### config.mk
export PLATFORM = sky130hd
export DESIGN_NAME = decode_stage
export DESIGN_NICKNAME = d
export VERILOG_FILES = /design/src/design/csr_pkg.sv /design/src/design/decode_pkg.sv /design/src/design/decode_stage.sv /design/src/design/id_2ri12.sv /design/src/design/id_i26.sv /design/src/design/id_priv.sv /design/src/design/id_result_reg.sv
export SDC_FILE = /design/constraint.sdc
export NUM_CORES = 1
export LEC_CHECK = 0
export BUFFER_PORTS_ARGS = -buffer_cell sky130_fd_sc_hd__buf_2
export CORE_MARGIN = 2
export CORE_UTILIZATION = 30
export CTS_CLUSTER_DIAMETER = 40
export CTS_CLUSTER_SIZE = 12
export DETAILED_ROUTE_END_ITERATION = 10
export PLACE_DENSITY = 0.54
export SLEW_MARGIN = 20
export SYNTH_ARGS = -nofsm -noshare
export SYNTH_HDL_FRONTEND = slang
export SYNTH_HIERARCHICAL = 1
export SYNTH_SLANG_ARGS = --single-unit
### constraint.sdc
create_clock -name clk -period 1.4 [get_ports clk]
set_clock_uncertainty 0.2 [all_clocks]
set_input_delay 0.21 -clock clk [delete_from_list [all_inputs] [get_ports clk]]
set_output_delay 0.21 -clock clk [all_outputs]
set_load 0.01 [all_outputs]
### src/design/csr_pkg.sv
package csr_pkg;

    localparam int CSR_ADDR_W = 14;
    localparam logic [CSR_ADDR_W-1:0] CSR_TID = 14'h040;  // timer id

    localparam int PLV_W = 2;
    localparam logic [PLV_W-1:0] PLV_KERNEL = 2'd0;
    localparam logic [PLV_W-1:0] PLV_USER   = 2'd3;

endpackage

### src/design/decode_pkg.sv
package decode_pkg;

    typedef struct packed {
        logic [9:0]  opcode;
        logic [11:0] imm12;
        logic [4:0]  rj;
        logic [4:0]  rd;
    } inst_2ri12_t;

    typedef struct packed {
        logic [5:0]  opcode;
        logic [15:0] offs_lo;
        logic [9:0]  offs_hi;
    } inst_i26_t;

    typedef union packed {
        inst_2ri12_t ri12;
        inst_i26_t   i26;
    } inst_word_t;

    // privileged and counter group, compared on inst[31:10]
    localparam logic [21:0] OP_ERTN     = 22'h1920E;
    localparam logic [21:0] OP_RDCNTID  = 22'h00018;  // shared with rdcntvl.w
    localparam logic [21:0] OP_RDCNTVHW = 22'h00019;
    localparam logic [21:0] OP_TLBSRCH  = 22'h1920A;
    localparam logic [21:0] OP_TLBRD    = 22'h1920B;
    localparam logic [21:0] OP_TLBWR    = 22'h1920C;
    localparam logic [21:0] OP_TLBFILL  = 22'h1920D;

    // 2r-i12 group, inst[31:22]
    localparam logic [9:0] OP_ADDIW = 10'h00A;
    localparam logic [9:0] OP_SLTI  = 10'h008;
    localparam logic [9:0] OP_SLTUI = 10'h009;
    localparam logic [9:0] OP_ANDI  = 10'h00D;
    localparam logic [9:0] OP_ORI   = 10'h00E;
    localparam logic [9:0] OP_XORI  = 10'h00F;
    localparam logic [9:0] OP_LDW   = 10'h0A2;
    localparam logic [9:0] OP_STW   = 10'h0A6;

    // i26 group, inst[31:26]
    localparam logic [5:0] OP_B  = 6'h14;
    localparam logic [5:0] OP_BL = 6'h15;

    localparam int ALU_OP_W = 8;
    localparam logic [ALU_OP_W-1:0] ALU_NOP     = 8'h00;
    localparam logic [ALU_OP_W-1:0] ALU_ADD     = 8'h01;
    localparam logic [ALU_OP_W-1:0] ALU_SLT     = 8'h02;
    localparam logic [ALU_OP_W-1:0] ALU_SLTU    = 8'h03;
    localparam logic [ALU_OP_W-1:0] ALU_AND     = 8'h04;
    localparam logic [ALU_OP_W-1:0] ALU_OR      = 8'h05;
    localparam logic [ALU_OP_W-1:0] ALU_XOR     = 8'h06;
    localparam logic [ALU_OP_W-1:0] ALU_LDW     = 8'h07;
    localparam logic [ALU_OP_W-1:0] ALU_STW     = 8'h08;
    localparam logic [ALU_OP_W-1:0] ALU_B       = 8'h09;
    localparam logic [ALU_OP_W-1:0] ALU_BL      = 8'h0A;
    localparam logic [ALU_OP_W-1:0] ALU_ERTN    = 8'h0B;
    localparam logic [ALU_OP_W-1:0] ALU_RDCNTID = 8'h0C;
    localparam logic [ALU_OP_W-1:0] ALU_RDCNTVL = 8'h0D;
    localparam logic [ALU_OP_W-1:0] ALU_RDCNTVH = 8'h0E;
    localparam logic [ALU_OP_W-1:0] ALU_TLBSRCH = 8'h0F;
    localparam logic [ALU_OP_W-1:0] ALU_TLBRD   = 8'h10;
    localparam logic [ALU_OP_W-1:0] ALU_TLBWR   = 8'h11;
    localparam logic [ALU_OP_W-1:0] ALU_TLBFILL = 8'h12;

    localparam int ALU_SEL_W = 3;
    localparam logic [ALU_SEL_W-1:0] SEL_NOP   = 3'd0;
    localparam logic [ALU_SEL_W-1:0] SEL_ARITH = 3'd1;
    localparam logic [ALU_SEL_W-1:0] SEL_LOGIC = 3'd2;
    localparam logic [ALU_SEL_W-1:0] SEL_MEM   = 3'd3;
    localparam logic [ALU_SEL_W-1:0] SEL_JUMP  = 3'd4;
    localparam logic [ALU_SEL_W-1:0] SEL_CSR   = 3'd5;

    localparam int ECODE_W = 7;
    localparam logic [ECODE_W-1:0] EXC_NONE = 7'h00;
    localparam logic [ECODE_W-1:0] EXC_INE  = 7'h0D;
    localparam logic [ECODE_W-1:0] EXC_IPE  = 7'h0E;

    localparam logic [4:0] REG_RA = 5'd1;  // link register for bl

endpackage

### src/design/decode_stage.sv
`timescale 1ns/1ps

module decode_stage
    import decode_pkg::*, csr_pkg::*;
(
    input  logic                  clk,
    input  logic                  rst_n,
    input  logic                  valid_in,
    input  logic                  stall,
    input  logic                  flush,
    input  logic [PLV_W-1:0]      plv,
    input  logic [31:0]           pc,
    input  logic [31:0]           inst,
    output logic                  valid_out,
    output logic [31:0]           pc_out,
    output logic [31:0]           inst_out,
    output logic                  reg_write_en,
    output logic [4:0]            reg_write_addr,
    output logic                  reg1_read_en,
    output logic [4:0]            reg1_read_addr,
    output logic                  reg2_read_en,
    output logic [4:0]            reg2_read_addr,
    output logic [ALU_OP_W-1:0]   aluop,
    output logic [ALU_SEL_W-1:0]  alusel,
    output logic [31:0]           imm,
    output logic                  csr_read_en,
    output logic                  csr_write_en,
    output logic [CSR_ADDR_W-1:0] csr_addr,
    output logic                  is_privilege,
    output logic                  is_cnt,
    output logic                  is_exception,
    output logic [ECODE_W-1:0]    exception_cause
);

    logic                  priv_hit;
    logic                  priv_reg_write_en;
    logic                  priv_reg1_read_en;
    logic                  priv_csr_read_en;
    logic                  priv_is_privilege;
    logic                  priv_is_cnt;
    logic [4:0]            priv_reg_write_addr;
    logic [4:0]            priv_reg1_read_addr;
    logic [ALU_OP_W-1:0]   priv_aluop;
    logic [ALU_SEL_W-1:0]  priv_alusel;
    logic [CSR_ADDR_W-1:0] priv_csr_addr;

    logic                  ari_hit;
    logic                  ari_reg_write_en;
    logic                  ari_reg1_read_en;
    logic                  ari_reg2_read_en;
    logic [4:0]            ari_reg1_read_addr;
    logic [4:0]            ari_reg2_read_addr;
    logic [4:0]            ari_reg_write_addr;
    logic [ALU_OP_W-1:0]   ari_aluop;
    logic [ALU_SEL_W-1:0]  ari_alusel;
    logic [31:0]           ari_imm;

    logic                  br_hit;
    logic                  br_reg_write_en;
    logic [4:0]            br_reg_write_addr;
    logic [ALU_OP_W-1:0]   br_aluop;
    logic [ALU_SEL_W-1:0]  br_alusel;
    logic [31:0]           br_imm;

    id_priv id_priv_i (
        .inst           (inst),
        .hit            (priv_hit),
        .reg_write_en   (priv_reg_write_en),
        .reg1_read_en   (priv_reg1_read_en),
        .csr_read_en    (priv_csr_read_en),
        .is_privilege   (priv_is_privilege),
        .is_cnt         (priv_is_cnt),
        .reg_write_addr (priv_reg_write_addr),
        .reg1_read_addr (priv_reg1_read_addr),
        .aluop          (priv_aluop),
        .alusel         (priv_alusel),
        .csr_addr       (priv_csr_addr)
    );

    id_2ri12 id_2ri12_i (
        .inst           (inst),
        .hit            (ari_hit),
        .reg_write_en   (ari_reg_write_en),
        .reg1_read_en   (ari_reg1_read_en),
        .reg2_read_en   (ari_reg2_read_en),
        .reg1_read_addr (ari_reg1_read_addr),
        .reg2_read_addr (ari_reg2_read_addr),
        .reg_write_addr (ari_reg_write_addr),
        .aluop          (ari_aluop),
        .alusel         (ari_alusel),
        .imm            (ari_imm)
    );

    id_i26 id_i26_i (
        .inst           (inst),
        .hit            (br_hit),
        .reg_write_en   (br_reg_write_en),
        .reg_write_addr (br_reg_write_addr),
        .aluop          (br_aluop),
        .alusel         (br_alusel),
        .imm            (br_imm)
    );

    // partial decode nets share the prefixed port names
    id_result_reg id_result_reg_i (.*);

endmodule

### src/design/id_2ri12.sv
`timescale 1ns/1ps

module id_2ri12
    import decode_pkg::*;
(
    input  inst_word_t           inst,
    output logic                 hit,
    output logic                 reg_write_en,
    output logic                 reg1_read_en,
    output logic                 reg2_read_en,
    output logic [4:0]           reg1_read_addr,
    output logic [4:0]           reg2_read_addr,
    output logic [4:0]           reg_write_addr,
    output logic [ALU_OP_W-1:0]  aluop,
    output logic [ALU_SEL_W-1:0] alusel,
    output logic [31:0]          imm
);

    logic        zero_ext;  // logic ops take an unsigned immediate
    logic [11:0] imm12;

    assign imm12 = inst.ri12.imm12;

    always_comb begin
        hit          = 1'b1;
        zero_ext     = 1'b0;
        reg_write_en = 1'b1;
        reg2_read_en = 1'b0;
        aluop        = ALU_NOP;
        alusel       = SEL_ARITH;
        case (inst.ri12.opcode)
            OP_ADDIW: aluop = ALU_ADD;
            OP_SLTI:  aluop = ALU_SLT;
            OP_SLTUI: aluop = ALU_SLTU;
            OP_ANDI: begin
                aluop    = ALU_AND;
                alusel   = SEL_LOGIC;
                zero_ext = 1'b1;
            end
            OP_ORI: begin
                aluop    = ALU_OR;
                alusel   = SEL_LOGIC;
                zero_ext = 1'b1;
            end
            OP_XORI: begin
                aluop    = ALU_XOR;
                alusel   = SEL_LOGIC;
                zero_ext = 1'b1;
            end
            OP_LDW: begin
                aluop  = ALU_LDW;
                alusel = SEL_MEM;
            end
            OP_STW: begin
                aluop        = ALU_STW;
                alusel       = SEL_MEM;
                reg_write_en = 1'b0;
                reg2_read_en = 1'b1;  // store data comes from rd
            end
            default: begin
                hit          = 1'b0;
                reg_write_en = 1'b0;
                alusel       = SEL_NOP;
            end
        endcase
    end

    assign reg1_read_en   = hit;
    assign reg1_read_addr = hit ? inst.ri12.rj : 5'd0;
    assign reg2_read_addr = reg2_read_en ? inst.ri12.rd : 5'd0;
    assign reg_write_addr = reg_write_en ? inst.ri12.rd : 5'd0;

    assign imm = !hit     ? 32'd0 :
                 zero_ext ? {20'd0, imm12} :
                            {{20{imm12[11]}}, imm12};

endmodule

### src/design/id_i26.sv
`timescale 1ns/1ps

module id_i26
    import decode_pkg::*;
(
    input  inst_word_t           inst,
    output logic                 hit,
    output logic                 reg_write_en,
    output logic [4:0]           reg_write_addr,
    output logic [ALU_OP_W-1:0]  aluop,
    output logic [ALU_SEL_W-1:0] alusel,
    output logic [31:0]          imm
);

    logic [25:0] offs;
    logic        is_bl;

    assign offs  = {inst.i26.offs_hi, inst.i26.offs_lo};  // high bits sit in [9:0]
    assign is_bl = (inst.i26.opcode == OP_BL);
    assign hit   = is_bl || (inst.i26.opcode == OP_B);

    assign reg_write_en   = is_bl;
    assign reg_write_addr = is_bl ? REG_RA : 5'd0;
    assign aluop          = !hit ? ALU_NOP : (is_bl ? ALU_BL : ALU_B);
    assign alusel         = hit ? SEL_JUMP : SEL_NOP;

    // word offset, sign-extended from bit 27
    assign imm = hit ? {{4{offs[25]}}, offs, 2'b00} : 32'd0;

endmodule

### src/design/id_priv.sv
`timescale 1ns/1ps

module id_priv
    import decode_pkg::*, csr_pkg::*;
(
    input  logic [31:0]           inst,
    output logic                  hit,
    output logic                  reg_write_en,
    output logic                  reg1_read_en,
    output logic                  csr_read_en,
    output logic                  is_privilege,
    output logic                  is_cnt,
    output logic [4:0]            reg_write_addr,
    output logic [4:0]            reg1_read_addr,
    output logic [ALU_OP_W-1:0]   aluop,
    output logic [ALU_SEL_W-1:0]  alusel,
    output logic [CSR_ADDR_W-1:0] csr_addr
);

    logic [21:0] opcode;
    logic [4:0]  rj;
    logic [4:0]  rd;

    assign opcode = inst[31:10];
    assign rj     = inst[9:5];
    assign rd     = inst[4:0];

    // nothing in this group reads a gpr
    assign reg1_read_en   = 1'b0;
    assign reg1_read_addr = 5'd0;

    always_comb begin
        hit            = 1'b1;
        reg_write_en   = 1'b0;
        reg_write_addr = 5'd0;
        csr_read_en    = 1'b0;
        csr_addr       = '0;
        is_privilege   = 1'b1;
        is_cnt         = 1'b0;
        aluop          = ALU_NOP;
        alusel         = SEL_CSR;
        case (opcode)
            OP_ERTN: begin
                aluop  = ALU_ERTN;
                alusel = SEL_NOP;
            end
            OP_RDCNTID: begin
                is_privilege = 1'b0;
                is_cnt       = 1'b1;
                reg_write_en = 1'b1;
                if (rj != 5'd0) begin  // rdcntid.w, dest in rj
                    aluop          = ALU_RDCNTID;
                    reg_write_addr = rj;
                    csr_read_en    = 1'b1;
                    csr_addr       = CSR_TID;
                end else begin  // rdcntvl.w
                    aluop          = ALU_RDCNTVL;
                    reg_write_addr = rd;
                end
            end
            OP_RDCNTVHW: begin
                is_privilege   = 1'b0;
                is_cnt         = 1'b1;
                reg_write_en   = 1'b1;
                reg_write_addr = rd;
                aluop          = ALU_RDCNTVH;
            end
            OP_TLBSRCH: aluop = ALU_TLBSRCH;
            OP_TLBRD:   aluop = ALU_TLBRD;
            OP_TLBWR:   aluop = ALU_TLBWR;
            OP_TLBFILL: aluop = ALU_TLBFILL;
            default: begin
                hit          = 1'b0;
                is_privilege = 1'b0;
                alusel       = SEL_NOP;
            end
        endcase
    end

endmodule

### src/design/id_result_reg.sv
`timescale 1ns/1ps

module id_result_reg
    import decode_pkg::*, csr_pkg::*;
(
    input  logic                  clk,
    input  logic                  rst_n,
    input  logic                  valid_in,
    input  logic                  stall,
    input  logic                  flush,
    input  logic [PLV_W-1:0]      plv,
    input  logic [31:0]           pc,
    input  logic [31:0]           inst,
    input  logic                  priv_hit,
    input  logic                  priv_reg_write_en,
    input  logic                  priv_reg1_read_en,
    input  logic                  priv_csr_read_en,
    input  logic                  priv_is_privilege,
    input  logic                  priv_is_cnt,
    input  logic [4:0]            priv_reg_write_addr,
    input  logic [4:0]            priv_reg1_read_addr,
    input  logic [ALU_OP_W-1:0]   priv_aluop,
    input  logic [ALU_SEL_W-1:0]  priv_alusel,
    input  logic [CSR_ADDR_W-1:0] priv_csr_addr,
    input  logic                  ari_hit,
    input  logic                  ari_reg_write_en,
    input  logic                  ari_reg1_read_en,
    input  logic                  ari_reg2_read_en,
    input  logic [4:0]            ari_reg1_read_addr,
    input  logic [4:0]            ari_reg2_read_addr,
    input  logic [4:0]            ari_reg_write_addr,
    input  logic [ALU_OP_W-1:0]   ari_aluop,
    input  logic [ALU_SEL_W-1:0]  ari_alusel,
    input  logic [31:0]           ari_imm,
    input  logic                  br_hit,
    input  logic                  br_reg_write_en,
    input  logic [4:0]            br_reg_write_addr,
    input  logic [ALU_OP_W-1:0]   br_aluop,
    input  logic [ALU_SEL_W-1:0]  br_alusel,
    input  logic [31:0]           br_imm,
    output logic                  valid_out,
    output logic [31:0]           pc_out,
    output logic [31:0]           inst_out,
    output logic                  reg_write_en,
    output logic [4:0]            reg_write_addr,
    output logic                  reg1_read_en,
    output logic [4:0]            reg1_read_addr,
    output logic                  reg2_read_en,
    output logic [4:0]            reg2_read_addr,
    output logic [ALU_OP_W-1:0]   aluop,
    output logic [ALU_SEL_W-1:0]  alusel,
    output logic [31:0]           imm,
    output logic                  csr_read_en,
    output logic                  csr_write_en,
    output logic [CSR_ADDR_W-1:0] csr_addr,
    output logic                  is_privilege,
    output logic                  is_cnt,
    output logic                  is_exception,
    output logic [ECODE_W-1:0]    exception_cause
);

    logic any_hit;
    logic ipe;
    logic kill;
    logic load;

    assign any_hit = priv_hit | ari_hit | br_hit;
    assign ipe     = priv_is_privilege & (plv == PLV_USER);
    assign kill    = ~any_hit | ipe;  // exception suppresses all enables
    assign load    = valid_in & ~kill;

    assign csr_write_en = 1'b0;  // no csr writer decoded here yet

    always_ff @(posedge clk or negedge rst_n) begin
        if (!rst_n) begin
            valid_out    <= 1'b0;
            reg_write_en <= 1'b0;
            reg1_read_en <= 1'b0;
            reg2_read_en <= 1'b0;
            csr_read_en  <= 1'b0;
            is_privilege <= 1'b0;
            is_cnt       <= 1'b0;
            is_exception <= 1'b0;
        end else if (flush) begin
            valid_out    <= 1'b0;
            reg_write_en <= 1'b0;
            reg1_read_en <= 1'b0;
            reg2_read_en <= 1'b0;
            csr_read_en  <= 1'b0;
            is_privilege <= 1'b0;
            is_cnt       <= 1'b0;
            is_exception <= 1'b0;
        end else if (!stall) begin
            valid_out    <= valid_in;
            reg_write_en <= load & (priv_reg_write_en | ari_reg_write_en | br_reg_write_en);
            reg1_read_en <= load & (priv_reg1_read_en | ari_reg1_read_en);
            reg2_read_en <= load & ari_reg2_read_en;
            csr_read_en  <= load & priv_csr_read_en;
            is_privilege <= valid_in & priv_is_privilege;
            is_cnt       <= valid_in & priv_is_cnt;
            is_exception <= valid_in & kill;
        end
    end

    always_ff @(posedge clk) begin
        if (!stall) begin
            pc_out          <= pc;
            inst_out        <= inst;
            reg_write_addr  <= priv_reg_write_addr | ari_reg_write_addr | br_reg_write_addr;
            reg1_read_addr  <= priv_reg1_read_addr | ari_reg1_read_addr;
            reg2_read_addr  <= ari_reg2_read_addr;
            aluop           <= priv_aluop | ari_aluop | br_aluop;
            alusel          <= priv_alusel | ari_alusel | br_alusel;
            imm             <= ari_imm | br_imm;
            csr_addr        <= priv_csr_addr;
            exception_cause <= !any_hit ? EXC_INE : (ipe ? EXC_IPE : EXC_NONE);
        end
    end

endmodule

==> flow_summary.toml, run 1 <==
[synth]
synth_cell_types = 57
async_flop_share_pct = 5.44
postSynthAreaPerCell_um2 = 14.3
synth_ff_type = "edfxtp_1"
yosysSeqAreaShare_pct = 64.8
ys_ff_latch = 147
synth_area_um2 = 6750
synth_edf_count = 139
syn-instance-count = 471
yosysWarnings = 6

[drt]
num_vias = 4877
drc_errors = 1
drtPass1Iterations = 7
drtIter0Drc = 233
routed_wirelength_um = 18500
wl_per_cell_um = 16.6
vias_per_cell = 4.37
ant_nets = 0

[sta]
worst_slack_ns = -0.355
setup_viol = 67
hold_violations = 0
fmax_ghz = 0.570
grt_setup_unrepaired = "true"
drv_slew = 0
period_needed_ns = 1.76
hold_ws_ns = 0.00546
period_share_pct = 125

[setup_path]
r2r_slack_ns = 0.34
crit_path_start_kind = "input port"
crit_slowest_cell = "or4b_4"
r2r-end = "id_result_reg_i/is_cnt"
worstSetupPathType = "in2reg"
slowest_delay_ns = 0.55
crit_path_end_kind = "register"
critPathRequiredTime_ns = 1.50
crit_chain = "buf_6 -> or4b_4 -> or2_4 -> a221oi_4 -> o211a_4 -> or2_2"
crit_path_max_fanout = 10
rr_startpoint = "id_result_reg_i/is_cnt"
cp-endpoint = "id_result_reg_i/imm[16]"
crit_start = "inst[31]"
r2r_cells = 3
crit_arrival_ns = 1.86

[floorplan]
die_x_um = 154
start_util_pct = 30.8
rows = 54
die_h_um = 154
die_area_um2 = 23700
io_pins = 223
core_area_um2 = 22000

[placement]
gp_congestion = 0.798
place_area_um2 = 8570
dpl.hpwl_um = 12800
numPortBuffers = 218

[global_routing]
grtUsageMet2_pct = 26.1
grt_pass1_wl_um = 27600
grt_overflow_total = 0
grt_pass1_vias = 4991
grt.total_usage_pct = 15.3
antenna_found_initial = 0
grt_busiest_layer = "met2"
grt_max_degree = 41
use_met3_pct = 4.43
use_met1_pct = 18.9

[run_status]
run_status = "complete, but fails checks"
violations = "DRC, setup timing"

[clocking]
cts_max_path_buffers = 2
cts_made_buffers = 17
htreeDepth = 4
cts_tree = "yes"
clock_sinks = 147
worstSkewPairLatency_ns = 0.42
clock-root-buffer = "clkbuf_16"
path_clk_slew_ns = 0.07

[power]
peakVddDrop_v = 0.000631
power.total_w = 0.0111
power.density_nw_per_um2 = 1080
p_leak_nw = 4.29

[finish]
diodes = 0
final_common_cell = "buf_2"
drive_gt1_share_pct = 56.9
num-fill-cells = 1947
layout_common_cells = "buf_2 (214), edfxtp_1 (139), buf_4 (76)"
nets = 896
final_cell_area_um2 = 10200
syn_to_final_growth_pct = 51.7

[hold_path]
min_path_type = "in2reg"
hp-start = "inst[9]"

[run]
maxCapViolations = 0
cell type report:
cell class,count,area (um2),share of cell area [%]
inverters,2,11.3,0.110
multi-input cells,273,2200,21.5
clock buffers,17,425,4.15
well taps,280,350,3.42
flip-flops and latches,147,4370,42.7
clock inverters,14,145,1.42
repair buffers,384,2740,26.7
flip-flops by register name (all words and copies together) (netlist names):
signal and count:
id_result_reg_i/csr_addr 14, id_result_reg_i/reg1_read_en 1, id_result_reg_i/inst_out 32, id_result_reg_i/reg1_read_addr 5
id_result_reg_i/alusel 3, id_result_reg_i/reg_write_en 1, id_result_reg_i/csr_read_en 1, id_result_reg_i/valid_out 1
id_result_reg_i/is_privilege 1, id_result_reg_i/is_exception 1, id_result_reg_i/imm 32, id_result_reg_i/reg2_read_addr 5
id_result_reg_i/reg_write_addr 5, id_result_reg_i/pc_out 32, id_result_reg_i/aluop 8, id_result_reg_i/exception_cause 3
id_result_reg_i/reg2_read_en 1, id_result_reg_i/is_cnt 1
logic make-up after synthesis:
group | share of synthesized area [%]
compound gates | 4.45
flops | 64.8
other cells | 0.222
simple gates | 20.3
xor+xnor | 0.130
buf+inv | 10.2
power breakdown:
group | internal [W] | switching (W) | total, W
clock network | 0.00250 | 0.00201 | 0.00451
logic | 0.000653 | 0.000711 | 0.00136
registers | 0.00513 | 0.0000772 | 0.00521
total | 0.00829 | 0.00279 | 0.0111
Yosys cell counts, drive strengths merged, types with 2 or more instances:
master,instances,area (um2)
nor4b,3,71.3
conb,4,15.0
inv,2,7.51
nand2b,4,35.0
nor3,8,95.1
and2,28,175
nand4,3,33.8
buf,89,672
a21oi,14,70.1
nand2,14,55.1
a31oi,2,12.5
a2111oi,4,60.1
nand3,8,40.0
dfrtp,8,200
o21ai,6,30.0
or2,41,259
o211ai,3,22.5
or3,18,113
nor2,16,62.6
nor4,3,55.1
a211oi,2,25.0
nand3b,2,15.0
clkbuf,2,7.51
edfxtp,139,4170
nor3b,28,255
nor2b,2,12.5
through the flow:
| step | TNS (ns) | setup WS (ns) | std cells | utilization [%] |
|---|---|---|---|---|
| floorplan | -222.27 | -1.42 | 512 | - |
| global placement | -42.35 | -0.751 | 1003 | 39.0 |
| detailed placement | -43.99 | -0.807 | 1003 | 39.0 |
| CTS | -13.34 | -0.345 | 1105 | 45.8 |
| global route | -18.74 | -0.388 | 1117 | 46.7 |
| finish | -16.74 | -0.355 | 1117 | 46.7 |
worst min-delay path by stage:
stage,endpoint,slack [ns],cells past startpoint
6_report,id_result_reg_i/inst_out[9],0.005,2
5_1_grt,id_result_reg_i/inst_out[9],0.01,2
4_1_cts,id_result_reg_i/inst_out[29],-0.20,1
3_3_place_gp,id_result_reg_i/reg2_read_en,-0.15,1
2_1_floorplan,id_result_reg_i/csr_read_en,-0.29,0
3_5_place_dp,id_result_reg_i/reg2_read_en,-0.13,1
metal layers:
| metal | part of all wire (%) | vias up |
|---|---|---|
| met5 | 0 | - |
| met4 | 1.7 | 0 |
| met3 | 5.8 | 25 |
| met2 | 49 | 177 |
| met1 | 43 | 2354 |
| li1 | - | 2321 |
critical path, delay by kind of cell:
family / cells / cell delay [ns]
AND/OR/NAND/NOR: 3 / 0.94
buffers and inverters: 1 / 0.10
AO/OA/AOI/OAI: 2 / 0.61
timing repair:
item                                    CTS  global route
buffers inserted                          6            11
pin swaps                                28            29
endpoints found under the setup margin   70           106
endpoints found under the hold margin    80             1
hold buffers                             64             1
resized for setup                        42            17
cloned                                    2             1
Power figures use the tool's default switching activity.
==> run 2, diff against run 1 <==
--- a/config.mk
+++ b/config.mk
@@ -5,6 +5,7 @@
 export SDC_FILE = /design/constraint.sdc
 export NUM_CORES = 1
 export LEC_CHECK = 0
+export ABC_AREA = 1
 export BUFFER_PORTS_ARGS = -buffer_cell sky130_fd_sc_hd__buf_2
 export CORE_MARGIN = 2
 export CORE_UTILIZATION = 30
==> flow_summary.toml, run 2 <==
[floorplan]
io_pins = 223
rows = 55
die_h_um = 155
start_util_pct = 30.3
core_area_um2 = 22400
die_area_um2 = 23900
die_x_um = 155

[setup_path]
slowest_delay_ns = 0.43
crit_slowest_cell = "edfxtp_1"
crit_path_max_fanout = 1
crit_path_start_kind = "register"
worst-path-buf-inv = 1
path_delay_family = "flip-flops"
critPathRequiredTime_ns = 0.99
crit_chain = "buf_6"
crit_arrival_ns = 1.00
worstSetupPathType = "reg2out"
crit_path_end_kind = "output pin"

[synth]
postSynthAreaPerCell_um2 = 11.7
yosysSeqAreaShare_pct = 64.3
async_flop_share_pct = 5.44
synth_edf_count = 139
ys_ff_latch = 147
synth.area.top_cells = "edfxtp_1 (61%), buf_4 (8.5%), inv_1 (4.0%), nand2_1 (3.5%), or2_2 (3.4%)"
synth_ff_type = "edfxtp_1"
synthTopCellsByCount = "edfxtp_1 (139), buf_4 (77), inv_1 (72)"
synth_area_um2 = 6800
yosysWarnings = 6
syn-instance-count = 581
synth_top_area_share_pct = 61.4
synth_cell_types = 32
synth_most_common_cell = "edfxtp_1"
synth_area_leader_cell = "edfxtp_1"

[finish]
reg_top3 = "id_result_reg_i/imm (32), id_result_reg_i/inst_out (32), id_result_reg_i/pc_out (32)"
nets = 991
ff_latch_area_um2 = 4370
final_common_cell = "buf_2"
diodes = 0
layout_common_cells = "buf_2 (200), edfxtp_1 (139), dlygate4sd3_1 (67)"
drive_gt1_share_pct = 50.9
syn_to_final_growth_pct = 51.1
multi_input_area_um2 = 1940
num-fill-cells = 2114

[global_routing]
grt_pass1_wl_um = 26300
grt_overflow_total = 0
grt_max_degree = 34
grt.total_usage_pct = 14.5
grt_pass1_vias = 4864
antenna_found_initial = 0

[sta]
hold_violations = 0
period_share_pct = 100
finalSetupTns_ns = -0.00503
drv_slew = 0
grt_setup_unrepaired = "true"
fmax_ghz = 0.712
setup_viol = 1
worst_slack_ns = -0.00503
period_needed_ns = 1.41

[drt]
wl_per_cell_um = 14.5
ant_nets = 0
vias_per_cell = 4.04
num_vias = 4921
routed_wirelength_um = 17700
drtPass1Iterations = 4
drc_errors = 0
drtIter0Drc = 239

[clocking]
clock_sinks = 147
path_clk_slew_ns = 0.07
cts_tree = "yes"
htreeDepth = 4
clock-root-buffer = "clkbuf_16"
cts_max_path_buffers = 2
worstSkewPairLatency_ns = 0.42
cts_made_buffers = 17

[run]
maxCapViolations = 0

[power]
p_leak_nw = 4.86
peakVddDrop_v = 0.000709
power.total_w = 0.0113
power.density_nw_per_um2 = 1100

[run_status]
run_status = "complete, but fails checks"
violations = "setup timing"

[placement]
numPortBuffers = 218
dpl.hpwl_um = 12400
gp_congestion = 0.753
preCtsSetupSlack_ns = -0.537

[hold_path]
min_path_type = "in2reg"
run 2: layout make-up:
class,count,share of cell area (%)
flip-flops and latches,147,42.6
repair buffers,361,25.6
multi-input cells,309,18.9
clock buffers,17,4.14
inverters,84,3.48
well taps,285,3.47
clock inverters,15,1.86
run 2: per-layer routing:
layer	track usage, %	wire (um)	share of wire [%]	up-vias
li1	-	-	-	2461
met1	18.4	7970	45	2298
met2	24.6	8460	48	154
met3	4.09	1110	6.3	8
met4	3.35	116	0.66	0
met5	0	0	0	-
run 2: final timing paths:
kind	from	slack, ns	end	depth (start not counted)
hold reg to reg	id_result_reg_i/csr_read_en	0.27	id_result_reg_i/csr_read_en	2
min in group asynchronous	rst_n	0.55	id_result_reg_i/csr_read_en	3
max in group asynchronous	rst_n	0.19	id_result_reg_i/is_exception	3
setup reg to reg	id_result_reg_i/reg1_read_en	0.48	id_result_reg_i/reg1_read_en	3
setup / recovery	id_result_reg_i/aluop[0]	-0.005	aluop[0]	1
hold / removal	inst[0]	0.02	id_result_reg_i/inst_out[0]	1
run 2: cell families after synthesis:
kind of cell / share of synthesized area [%]
buffers and inverters: 14.0
flip-flops: 64.3
AO/OA/AOI/OAI: 2.34
other: 0.221
AND/OR/NAND/NOR: 19.1
run 2: stage by stage:
stage	util [%]	hold slack, ns	cell area, um2	std cells
after floorplan	-	-0.286	7130	622
after global placement	38.0	-0.142	8530	1106
after detailed placement	38.0	-0.141	8530	1106
after CTS	44.5	0.00498	9970	1213
after global routing	45.8	0.00782	10300	1218
final	45.8	0.0161	10300	1218
run 2: timing repair:
item / CTS / global route
endpoints found under the hold margin: 85 / 2
setup endpoints to repair: 28 / 57
hold buffers: 69 / 2
gates resized for setup: 28 / 65
pin swaps: 9 / 36
buffers inserted: 6 / 8
run 2: power by group:
group          internal [W]  switching [W]
logic              0.000625       0.000698
registers           0.00513      0.0000786
clock network       0.00272        0.00205
